### config.mk
export PLATFORM = sky130hd
export DESIGN_NAME = pkt_loop_top
export DESIGN_NICKNAME = d
export VERILOG_FILES = /design/src/source/pkt_stream_pkg.sv /design/src/source/pkt_check_pkg.sv /design/src/source/pkt_beat_sequencer.sv /design/src/source/pkt_payload_gen.sv /design/src/source/pkt_stream_checker.sv /design/src/source/pkt_loop_top.sv
export VERILOG_INCLUDE_DIRS = /design/src /design/src/source
export SDC_FILE = /design/constraint.sdc
export NUM_CORES = 1
export LEC_CHECK = 0
export ABC_CLOCK_PERIOD_IN_PS = 5300
export CAP_MARGIN = 20
export CORE_UTILIZATION = 57
export DETAILED_ROUTE_END_ITERATION = 8
export DONT_BUFFER_PORTS = 1
export GPL_TIMING_DRIVEN = 0
export HOLD_SLACK_MARGIN = 0.06
export PLACE_DENSITY = 0.87
export SYNTH_ARGS = -nofsm -noshare
export SYNTH_HDL_FRONTEND = slang
export SYNTH_SLANG_ARGS = --single-unit
### constraint.sdc
create_clock -name clk_ifc -period 5.3 [get_ports clk_ifc]
set_clock_uncertainty 0.05 [all_clocks]
set_input_delay 0.795 -clock clk_ifc [delete_from_list [all_inputs] [get_ports clk_ifc]]
set_output_delay 0.795 -clock clk_ifc [all_outputs]
set_load 0.005 [all_outputs]
### src/source/pkt_defines.svh
////////////////////////////////////////
// packet loopback build constants
// beat width, length limit, LFSR taps
////////////////////////////////////////

`ifndef PKT_DEFINES_SVH
`define PKT_DEFINES_SVH

// bytes carried by one stream beat
`define PKT_DATA_BYTES 8

// largest payload length in bytes, zero is never sent
`define PKT_MAX_BLEN 255

// galois taps for x^64 + x^63 + x^61 + x^60 + 1
`define PKT_LFSR_POLY 64'hD800_0000_0000_0000

`endif

### src/source/pkt_stream_pkg.sv
////////////////////////////////////////
// stream types for the packet loopback
// request, beat descriptor, beat, LFSR
////////////////////////////////////////

`include "pkt_defines.svh"

package pkt_stream_pkg;

    localparam int DATA_W      = `PKT_DATA_BYTES * 8;
    localparam int LEN_W       = $clog2(`PKT_MAX_BLEN + 1);
    localparam int BYTE_IDX_W  = $clog2(`PKT_DATA_BYTES);
    // header beat plus payload beats of the longest packet
    localparam int MAX_BEATS   = (`PKT_MAX_BLEN + `PKT_DATA_BYTES - 1) / `PKT_DATA_BYTES + 1;
    localparam int BEAT_CNT_W  = $clog2(MAX_BEATS + 1);

    // request as latched on accept
    typedef struct packed {
        logic [31:0]      seed;
        logic [LEN_W-1:0] byte_len;
        logic             corrupt;
    } pkt_req_t;

    // one descriptor per beat, stage 1 to stage 2
    typedef struct packed {
        logic                       first;
        logic                       last;
        logic [`PKT_DATA_BYTES-1:0] keep;
        pkt_req_t                   req;
    } beat_desc_t;

    typedef struct packed {
        logic [DATA_W-1:0]          data;
        logic [`PKT_DATA_BYTES-1:0] keep;
        logic                       first;
        logic                       last;
    } beat_t;

    // one galois step, shift right and fold taps on a set lsb
    function automatic logic [DATA_W-1:0] lfsr_next(input logic [DATA_W-1:0] state);
        lfsr_next = state >> 1;
        if (state[0]) begin
            lfsr_next = lfsr_next ^ `PKT_LFSR_POLY;
        end
    endfunction

    // byte enables widened to a bit mask
    function automatic logic [DATA_W-1:0] keep_to_mask(input logic [`PKT_DATA_BYTES-1:0] keep);
        keep_to_mask = '0;
        for (int i = 0; i < `PKT_DATA_BYTES; i++) begin
            keep_to_mask[i*8 +: 8] = {8{keep[i]}};
        end
    endfunction

endpackage

### src/source/pkt_check_pkg.sv
////////////////////////////////////////
// checker result types
////////////////////////////////////////

package pkt_check_pkg;

    // bad byte count saturates at all ones
    localparam int BAD_CNT_W = 4;

    // one per packet, pulsed after the last beat
    typedef struct packed {
        logic [31:0]                      seed;
        logic [pkt_stream_pkg::LEN_W-1:0] byte_len;
        // some kept byte differed from the regenerated payload
        logic                             data_error;
        // payload beat count disagrees with header length
        logic                             length_error;
        logic [BAD_CNT_W-1:0]             bad_bytes;
    } pkt_result_t;

endpackage

### src/source/pkt_beat_sequencer.sv
////////////////////////////////////////
// stage 1, request to beat descriptors
////////////////////////////////////////

`timescale 1ns/10ps

`include "pkt_defines.svh"

module pkt_beat_sequencer (
    input  logic                       clk_ifc,
    input  logic                       rst,
    input  logic                       send_req,
    input  logic [31:0]                seed,
    input  logic [7:0]                 byte_len,
    input  logic                       corrupt,
    output logic                       busy,
    output pkt_stream_pkg::beat_desc_t desc,
    output logic                       desc_valid
);

    typedef enum logic [1:0] {
        ST_IDLE,
        ST_SETUP,
        ST_RUN
    } seq_state_t;

    seq_state_t                                state;
    logic                                      accept;
    pkt_stream_pkg::pkt_req_t                  req;
    logic [pkt_stream_pkg::BEAT_CNT_W-1:0]     pay_beats;
    logic [pkt_stream_pkg::BEAT_CNT_W-1:0]     beat_idx;
    logic [`PKT_DATA_BYTES-1:0]                last_keep;
    logic [pkt_stream_pkg::LEN_W:0]            len_round;
    logic [pkt_stream_pkg::BYTE_IDX_W-1:0]     len_rem;

    // zero length never starts a packet
    assign accept    = (state == ST_IDLE) && send_req && !busy && (byte_len != '0);
    assign len_round = {1'b0, req.byte_len} + (pkt_stream_pkg::LEN_W + 1)'(`PKT_DATA_BYTES - 1);
    assign len_rem   = req.byte_len[pkt_stream_pkg::BYTE_IDX_W-1:0];

    ////////////////////////////////////////
    // control
    always_ff @(posedge clk_ifc) begin
        if (rst) begin
            state      <= ST_IDLE;
            busy       <= 1'b0;
            desc_valid <= 1'b0;
            beat_idx   <= '0;
        end else begin
            desc_valid <= 1'b0;
            case (state)
                ST_IDLE: begin
                    // busy drops one cycle after the last descriptor
                    if (accept) begin
                        busy  <= 1'b1;
                        state <= ST_SETUP;
                    end else begin
                        busy <= 1'b0;
                    end
                end
                ST_SETUP: begin
                    beat_idx <= '0;
                    state    <= ST_RUN;
                end
                ST_RUN: begin
                    desc_valid <= 1'b1;
                    beat_idx   <= beat_idx + 1'b1;
                    if (beat_idx == pay_beats) begin
                        state <= ST_IDLE;
                    end
                end
                default: state <= ST_IDLE;
            endcase
        end
    end

    ////////////////////////////////////////
    // request latch and descriptor fields
    always_ff @(posedge clk_ifc) begin
        if (accept) begin
            req <= '{seed, byte_len, corrupt};
        end
        // beat count and tail mask, one cycle after accept
        if (state == ST_SETUP) begin
            pay_beats <= pkt_stream_pkg::BEAT_CNT_W'(len_round >> pkt_stream_pkg::BYTE_IDX_W);
            if (len_rem == '0) begin
                last_keep <= '1;
            end else begin
                last_keep <= ~({`PKT_DATA_BYTES{1'b1}} << len_rem);
            end
        end
        // index 0 is the header, payload runs 1..pay_beats
        if (state == ST_RUN) begin
            desc.first <= (beat_idx == '0);
            desc.last  <= (beat_idx == pay_beats);
            desc.keep  <= (beat_idx == pay_beats) ? last_keep : '1;
            desc.req   <= req;
        end
    end

endmodule

### src/source/pkt_payload_gen.sv
////////////////////////////////////////
// stage 2, descriptors to data beats
// header, LFSR payload, optional flip
////////////////////////////////////////

`timescale 1ns/10ps

`include "pkt_defines.svh"

module pkt_payload_gen (
    input  logic                       clk_ifc,
    input  logic                       rst,
    input  pkt_stream_pkg::beat_desc_t desc,
    input  logic                       desc_valid,
    output pkt_stream_pkg::beat_t      beat,
    output logic                       beat_valid
);

    logic [pkt_stream_pkg::DATA_W-1:0] lfsr;
    logic [pkt_stream_pkg::DATA_W-1:0] lfsr_step;
    logic [pkt_stream_pkg::DATA_W-1:0] hdr_data;
    logic [pkt_stream_pkg::DATA_W-1:0] pay_data;
    // next payload beat is the first one of its packet
    logic                              pay_first;

    always_comb begin
        lfsr_step = pkt_stream_pkg::lfsr_next(lfsr);
        // seed low word, length above, rest zero
        hdr_data        = '0;
        hdr_data[31:0]  = desc.req.seed;
        hdr_data[39:32] = desc.req.byte_len;
        // bytes past keep are zero
        pay_data = lfsr_step & pkt_stream_pkg::keep_to_mask(desc.keep);
        if (desc.req.corrupt && pay_first) begin
            pay_data[0] = ~pay_data[0];
        end
    end

    always_ff @(posedge clk_ifc) begin
        if (rst) begin
            beat_valid <= 1'b0;
            pay_first  <= 1'b0;
        end else begin
            beat_valid <= desc_valid;
            if (desc_valid) begin
                pay_first <= desc.first;
            end
        end
    end

    ////////////////////////////////////////
    // beat payload
    always_ff @(posedge clk_ifc) begin
        if (desc_valid) begin
            beat.first <= desc.first;
            beat.last  <= desc.last;
            if (desc.first) begin
                beat.data <= hdr_data;
                beat.keep <= '1;
                // seed in both halves
                lfsr      <= {2{desc.req.seed}};
            end else begin
                beat.data <= pay_data;
                beat.keep <= desc.keep;
                lfsr      <= lfsr_step;
            end
        end
    end

endmodule

### src/source/pkt_stream_checker.sv
////////////////////////////////////////
// stage 3, stream checker
// regenerates payload, one result each
////////////////////////////////////////

`timescale 1ns/10ps

`include "pkt_defines.svh"

module pkt_stream_checker (
    input  logic                        clk_ifc,
    input  logic                        rst,
    input  pkt_stream_pkg::beat_t       beat,
    input  logic                        beat_valid,
    output pkt_check_pkg::pkt_result_t  result,
    output logic                        result_valid
);

    logic [31:0]                              hdr_seed;
    logic [pkt_stream_pkg::LEN_W-1:0]         hdr_len;
    logic [pkt_stream_pkg::DATA_W-1:0]        lfsr;
    logic [pkt_stream_pkg::DATA_W-1:0]        lfsr_step;
    logic [pkt_stream_pkg::DATA_W-1:0]        exp_data;
    logic [pkt_stream_pkg::BEAT_CNT_W-1:0]    pay_cnt;
    logic [pkt_stream_pkg::BEAT_CNT_W-1:0]    exp_pay;
    logic [pkt_stream_pkg::LEN_W:0]           len_round;
    logic [pkt_check_pkg::BAD_CNT_W-1:0]      bad_cnt;
    logic [pkt_check_pkg::BAD_CNT_W-1:0]      beat_bad;
    logic [pkt_check_pkg::BAD_CNT_W:0]        bad_sum;
    logic [pkt_check_pkg::BAD_CNT_W-1:0]      bad_sat;

    ////////////////////////////////////////
    // expected data and byte compare
    always_comb begin
        lfsr_step = pkt_stream_pkg::lfsr_next(lfsr);
        exp_data  = lfsr_step & pkt_stream_pkg::keep_to_mask(beat.keep);
        beat_bad  = '0;
        for (int i = 0; i < `PKT_DATA_BYTES; i++) begin
            if (beat.data[i*8 +: 8] != exp_data[i*8 +: 8]) begin
                beat_bad = beat_bad + 1'b1;
            end
        end
        // running count, clamp instead of wrap
        bad_sum = {1'b0, bad_cnt} + {1'b0, beat_bad};
        bad_sat = bad_sum[pkt_check_pkg::BAD_CNT_W] ? '1 : bad_sum[pkt_check_pkg::BAD_CNT_W-1:0];
    end

    // payload beats implied by the header length
    assign len_round = {1'b0, hdr_len} + (pkt_stream_pkg::LEN_W + 1)'(`PKT_DATA_BYTES - 1);
    assign exp_pay   = pkt_stream_pkg::BEAT_CNT_W'(len_round >> pkt_stream_pkg::BYTE_IDX_W);

    ////////////////////////////////////////
    // packet tracking
    always_ff @(posedge clk_ifc) begin
        if (rst) begin
            pay_cnt      <= '0;
            bad_cnt      <= '0;
            result_valid <= 1'b0;
        end else begin
            result_valid <= 1'b0;
            if (beat_valid) begin
                if (beat.first) begin
                    pay_cnt      <= '0;
                    bad_cnt      <= '0;
                    // header with last set, a packet with no payload
                    result_valid <= beat.last;
                end else begin
                    pay_cnt      <= pay_cnt + 1'b1;
                    bad_cnt      <= bad_sat;
                    result_valid <= beat.last;
                end
            end
        end
    end

    // header fields, LFSR and result payload
    always_ff @(posedge clk_ifc) begin
        if (beat_valid && beat.first) begin
            hdr_seed <= beat.data[31:0];
            hdr_len  <= beat.data[39:32];
            lfsr     <= {2{beat.data[31:0]}};
            if (beat.last) begin
                result.seed         <= beat.data[31:0];
                result.byte_len     <= beat.data[39:32];
                result.data_error   <= 1'b0;
                result.length_error <= (beat.data[39:32] != '0);
                result.bad_bytes    <= '0;
            end
        end else if (beat_valid) begin
            lfsr <= lfsr_step;
            if (beat.last) begin
                result.seed         <= hdr_seed;
                result.byte_len     <= hdr_len;
                result.data_error   <= (bad_sat != '0);
                // this beat included in the count
                result.length_error <= ((pay_cnt + 1'b1) != exp_pay);
                result.bad_bytes    <= bad_sat;
            end
        end
    end

endmodule

### src/source/pkt_loop_top.sv
////////////////////////////////////////
// packet loopback top
// sequencer, generator, checker chain
////////////////////////////////////////

`timescale 1ns/10ps

module pkt_loop_top (
    input  logic                       clk_ifc,
    input  logic                       rst,
    input  logic                       send_req,
    input  logic [31:0]                seed,
    input  logic [7:0]                 byte_len,
    input  logic                       corrupt,
    output logic                       busy,
    output logic                       beat_valid,
    output logic                       beat_last,
    output pkt_check_pkg::pkt_result_t result,
    output logic                       result_valid
);

    pkt_stream_pkg::beat_desc_t desc;
    logic                       desc_valid;
    pkt_stream_pkg::beat_t      beat;

    // beat tap for the bench
    assign beat_last = beat.last;

    pkt_beat_sequencer u_seq (
        .clk_ifc    (clk_ifc),
        .rst        (rst),
        .send_req   (send_req),
        .seed       (seed),
        .byte_len   (byte_len),
        .corrupt    (corrupt),
        .busy       (busy),
        .desc       (desc),
        .desc_valid (desc_valid)
    );

    pkt_payload_gen u_gen (
        .clk_ifc    (clk_ifc),
        .rst        (rst),
        .desc       (desc),
        .desc_valid (desc_valid),
        .beat       (beat),
        .beat_valid (beat_valid)
    );

    pkt_stream_checker u_chk (
        .clk_ifc      (clk_ifc),
        .rst          (rst),
        .beat         (beat),
        .beat_valid   (beat_valid),
        .result       (result),
        .result_valid (result_valid)
    );

endmodule

# == After elaboration in Yosys (flattened, before gate mapping) ==
# Index checks and enable logic that the tools add are counted.
# word_totals
register_bits,417
elab_cells,113
# op_classes
addsub,12
n_eq_ne,14
shifts,1
mux,28
bitwise,7
reduce_logical,17
# ops
operator,n
$mux W64,5
$mux W46,4
$and A64 B64 Y64,2
$ne A8 B8 Y1,8
$mux W48,1
$mux W4,9
$add A4 B1 Y4 const B,6
$add A8 B3 Y9 const B,2
$reduce_bool A8 Y1,2
$add A6 B1 Y6 const B,2
$pmux W6 S2,1
$not A3 Y4,2
$not A8 Y8,1
$shl A8 B3 Y8 const A,1
$eq A6 B6 Y1,1
$logic_not A6 Y1,1
$mux W6,1
$ne A6 B6 Y1,1
$pmux W2 S3,1
$add A4 B4 Y5,1
$logic_and A1 B1 Y1,5
$mux W1,4
$mux W2,2
$ne A2 B1 Y1 const B,2
11 further kinds,14

# == Longest topological paths before layout ==
# logic_depth
depth_word,25
ltp_mapped,32
depth_no_buf,32

# == By module ==
# Synthesis repeated with hierarchy kept, for this count alone.
# unflattened
cells_unflattened,1459
hier_area_um2,18037.3
# modules_own_cells
module,instances,cells_per_inst,area_each_um2,seq_area_each_um2
pkt_stream_checker,1,825,8383.0,4724.5
pkt_payload_gen,1,425,5646.7,4184.0
pkt_beat_sequencer,1,209,4007.6,3383.2

# == Least setup slack after synthesis ==
# OpenSTA, ideal clock, no wires.
# synth_path
path_kind,reg2reg
startpoint,register u_chk.lfsr[2] in the netlist's numbering
endpoint,"register, netlist name u_chk.result[5]"
setup_ps,339
t_arrival_ps,5324
slack_ps,-413
stages_incl_launch_ff,28
n_path_buf,0
synth_period_minus_slack_ps,5713
path_cell_list,edfxtp_1 -> xnor2_1 -> nand3_1 -> o31ai_1 -> a22o_1 -> nand2_1 -> a221o_1 -> ha_1 -> xnor2_1 -> ha_1 -> nor2b_1 -> a21o_1 -> ha_1 -> mux2_2 -> ha_1 -> o22a_1 -> nand2_1 -> inv_1 -> ha_1 -> nand2_1 -> o21ai_0 -> ha_1 -> mux2_2 -> fa_1 -> a21o_1 -> a21o_1 -> nor2_1 -> a31oi_1
# synth_between
elab_chain_cells,24
# synth_lines
element,line,source
from (decl),pkt_stream_checker.sv:21,logic [pkt_stream_pkg::DATA_W-1:0] lfsr;
from (signal assigned),pkt_stream_checker.sv:81,lfsr <= {2{beat.data[31:0]}};
from (signal assigned),pkt_stream_checker.sv:90,lfsr <= lfsr_step;
$mux W64 *,pkt_stream_pkg.sv:42,if (state[0]) begin
$and A64 B64 Y64 *,pkt_stream_checker.sv:36,exp_data = lfsr_step & pkt_stream_pkg::keep_to_mask(beat.keep);
$ne A8 B8 Y1 *,pkt_stream_checker.sv:39,if (beat.data[i*8 +: 8] != exp_data[i*8 +: 8]) begin
$mux W1 *,pkt_stream_checker.sv:39,
$add A1 B1 Y2,pkt_stream_checker.sv:40,beat_bad = beat_bad + 1'b1;
$mux W4 *,pkt_stream_checker.sv:39,
$add A4 B1 Y4,pkt_stream_checker.sv:40,
$mux W4 *,pkt_stream_checker.sv:39,
(+8 left out),--,
$add A4 B1 Y4,pkt_stream_checker.sv:40,
$mux W4 *,pkt_stream_checker.sv:39,
$add A4 B4 Y5 *,pkt_stream_checker.sv:44,"bad_sum = {1'b0, bad_cnt} + {1'b0, beat_bad};"
$mux W4 *,pkt_stream_checker.sv:45,bad_sat = bad_sum[pkt_check_pkg::BAD_CNT_W] ? '1 : bad_sum[pkt_check_pkg::BAD_CNT_W-1:0];
$reduce_bool A4 Y1 *,pkt_stream_checker.sv:94,result.data_error <= (bad_sat != '0);
$mux W46 *,pkt_stream_checker.sv:91,if (beat.last) begin
$mux W46 *,pkt_stream_checker.sv:89,end else if (beat_valid) begin
$mux W46 *,pkt_stream_checker.sv:78,if (beat_valid && beat.first) begin
# Every way passes the cells marked *; elsewhere a longest branch is shown, timed or not. The select of a mux whose other input is x is not followed.
# A chain may end at the register's enable or synchronous reset.

# == Final worst setup path ==
# layout_path
startpoint,"register, netlist name u_gen.beat[22]"
endpoint,"register, netlist name u_chk.result[5]"
# layout_between
elab_chain_cells,20
# layout_lines
element,line
$ne A8 B8 Y1 *,pkt_stream_checker.sv:39
$mux W4 *,pkt_stream_checker.sv:39
$add A4 B1 Y4,pkt_stream_checker.sv:40
$mux W4 *,pkt_stream_checker.sv:39
$add A4 B1 Y4,pkt_stream_checker.sv:40
$mux W4 *,pkt_stream_checker.sv:39
$add A4 B1 Y4,pkt_stream_checker.sv:40
$mux W4 *,pkt_stream_checker.sv:39
(+4 left out),--
$add A4 B1 Y4,pkt_stream_checker.sv:40
$mux W4 *,pkt_stream_checker.sv:39
$add A4 B4 Y5 *,pkt_stream_checker.sv:44
$mux W4 *,pkt_stream_checker.sv:45
$reduce_bool A4 Y1 *,pkt_stream_checker.sv:94
$mux W46 *,pkt_stream_checker.sv:91
$mux W46 *,pkt_stream_checker.sv:89
$mux W46 *,pkt_stream_checker.sv:78
# Marks and branches as above.

==> results by group <==
Synth
  • Share of the synthesized area in the top cell type: 0.668
  • Synthesized flop and latch total: 417
  • Most common cell in the netlist: edfxtp_1
  • Avg Inst Size Synth: 12.4 sq um
  • Xor/xnor cell area share of the yosys netlist: 0.0403
  • Distinct cells, synth: 59
  • Ys async rst share: 0
  • Top FF cell, synth: edfxtp_1
  • Adder-cell area share of the yosys netlist: 0.0146
  • Post-synth EDFFs: 394
  • Cell taking the most area after synthesis: edfxtp_1
  • Syn Inst Count: 1428
  • Cell Area, Synth: 17700 sq um
  • Synth top area cells: edfxtp_1 (67%), nand2_1 (7.0%), o21ai_0 (3.0%)
  • Synth Area in Compound Gates: 0.0711
  • Mux contribution to synthesized area: 0.00799
  • Post-Synth Simple-Gate Area: 0.145
  • Largest family of logic cells by synthesized area: simple AND/OR/NAND/NOR gates
  • Yosys warning total: 0
  • Register area share after synthesis: 0.694
  • Post-synth top cells: edfxtp_1 (394), nand2_1 (330), o21ai_0 (106)
  • Post-synthesis net count: 1492

Global routing
  • GRT Residual Overflow: 0
  • Vias in the first global route: 10800
  • Initial antenna violation count: 0
  • Gr usage total: 0.231
  • Pin count of the biggest net entering global routing: 79
  • Global-route wire length before repair: 56.6 mm

Placed design
  • GP Congestion: 0.894
  • Post-DP Area: 18400 sq um
  • Detail Placement HPWL: 25.1 mm
  • Setup WS pre-CTS: -0.759 ns
  • Port Buffers: 0

Route
  • Drc violations: 0
  • Overall via count from detail_route: 11300
  • Via density: 5.88
  • WL/cell: 19.0 um
  • WL final: 36.4 mm
  • Detail Route Antenna Nets: 0
  • Drt pass-1 iters: 6
  • Initial drt markers: 1382

Timing
  • PnR worst setup slack: -0.503 ns
  • Finish-stage setup viols: 9
  • Hold WS: 0.313 ns
  • Unrepaired setup endpoints after global routing: yes
  • Max frequency: 0.172 GHz
  • Tightest Pin Transition: 0.916 ns
  • Fin. Hold Viols: 0
  • Slew margin rel.: 0.389
  • Crit share post-route: 1.09
  • Fin Setup TNS: -3.92 ns
  • Final min period: 5.80 ns
  • Slew Viols, Final: 0

Layout
  • Area delta synth->final: 12.3%
  • Total Nets Final: 1554
  • Final-layout fill cell count: 2092
  • Design area: 19900 sq um
  • ANT cells: 0
  • Fin util: 0.650
  • Share of layout cells above drive strength 1: 0.0828

Floorplan
  • Core area: 30600 sq um
  • DIE WIDTH: 178 um
  • Die area: 31800 sq um
  • Die height: 178 um
  • Initial Util: 0.579
  • IO Pins: 94
  • Row count: 64

Worst setup path
  • Kind of critical path: reg -> reg
  • Crit path top cell by count: ha_4
  • Setup crit end kind: register
  • CP max stage cell: edfxtp_1
  • Max incr delay on CP: 0.47 ns
  • CP Max Fanout: 7
  • Startpoint types: register
  • R2R setup slack: -0.50 ns
  • Crit path DAT: 6.00 ns
  • Required time worst endpoint: 5.50 ns

Status
  • Run status: complete, but fails checks
  • Failing checks: negative setup slack

Pwr
  • VDD IR max: 0.365 mV
  • PD cells: 394 nW/um^2
  • Lkg Pwr: 7.27 nW

Clock tree
  • CTS buffer count: 42
  • CTS Sinks: 417
  • Clock Path Buffers: 3
  • Clk Latency, worst-skew pair: 0.52 ns
  • Clock slew at reported path FFs: 0.06 ns
  • Clock tree root driver cell: clkbuf_16
  • H-tree depth: 2
  • CTS Hold Bufs: 0
  • TritonCTS clock tree: yes

Hold path
  • HP Class: in -> reg

Run
  • Max-cap viol count: 0
[final timing paths]
path                                      from              end  depth (start not counted)
worst min register to register   u_seq.req[14]   u_seq.desc[14]                          0
worst max register to register  u_gen.beat[22]  u_chk.result[5]                         29
worst max-delay path            u_gen.beat[22]  u_chk.result[5]                         29
worst min-delay path                  seed[29]    u_seq.req[38]                          0
[critical path, delay by kind of cell (launching register included)]
family	cells	cell delay, ns
adder cells (fa/ha/maj)	7	1.71
AO/OA/AOI/OAI	9	1.67
XOR/XNOR	4	0.69
AND/OR/NAND/NOR	7	0.61
flip-flops	1	0.47
multiplexers	1	0.28
buffers and inverters	1	0.05
[placed cells by master, fill, tap and decap left out, types with 34 or more instances in the layout]
master / instances
o21ai_0: 101
xnor2_1: 37
nand2_1: 328
nor2_1: 57
xor2_1: 34
edfxtp_1: 394
and2_1: 51
inv_1: 75
clkbuf_16: 43
clkbuf_1: 44
[report_power, final]
part           internal, W  switching (W)  total (W)
clock              0.00159        0.00118    0.00277
sequential         0.00407       0.000209    0.00428
combinational     0.000282       0.000508   0.000790
total              0.00594        0.00189    0.00783
[per-stage QoR]
stage,cells,power (W)
after floorplan,1428,0.00483
after global placement,1824,0.00504
after detailed placement,1828,0.00509
after CTS,1915,0.00785
after global routing,1918,0.00811
final,1918,0.00783
[cell families (layout without fill, tap and decap cells)]
family	count (synthesis)	after routing
xor+xnor	77	77
simple gates	569	569
flops	417	417
fa+ha+maj	20	20
buf+inv	122	216
mux	13	13
other cells	1	1
compound gates	209	209
[final cells by class]
| type | count | area (sq um) | share of cell area |
|---|---|---|---|
| sequential | 417 | 12300 | 0.618 |
| multi-input combinational | 889 | 5160 | 0.259 |
| clock buffer | 57 | 1130 | 0.0568 |
| tap | 396 | 495 | 0.0249 |
| inverter | 80 | 300 | 0.0151 |
| timing repair buffer | 18 | 190 | 0.00957 |
| buffer | 42 | 174 | 0.00875 |
| clock inverter | 19 | 140 | 0.00705 |
[sequential cells by signal, indices dropped and copies added, names as in the netlist]
| signal | flops |
|---|---|
| u_gen.beat_valid | 1 |
| u_chk.lfsr | 64 |
| u_chk.bad_cnt | 4 |
| u_gen.beat | 74 |
| u_seq.busy | 1 |
| u_chk.result | 46 |
| u_gen.lfsr | 64 |
| u_seq.desc | 51 |
| u_seq.beat_idx | 6 |
| u_chk.hdr_len | 8 |
| u_seq.req | 38 |
| u_gen.pay_first | 1 |
| u_seq.last_keep | 8 |
| u_seq.pay_beats | 6 |
| u_chk.pay_cnt | 6 |
| u_seq.desc_valid | 1 |
| u_seq.len_rem | 3 |
| u_chk.result_valid | 1 |
| u_chk.hdr_seed | 32 |
| u_seq.state | 2 |
[per-layer routing]
layer	track usage	vias to the layer above	wire length [um]
met5	0	-	0
met4	0.109	0	1670
met3	0.0373	113	2970
met2	0.368	604	17200
met1	0.311	5349	14600
li1	-	5207	-
[timing repair]
action,in CTS,in global routing
setup endpoints to repair,9,9
pin swaps,18,21
setup buffers,11,2
resized for setup,12,20
No activity file was read; power rests on OpenSTA's default activity.
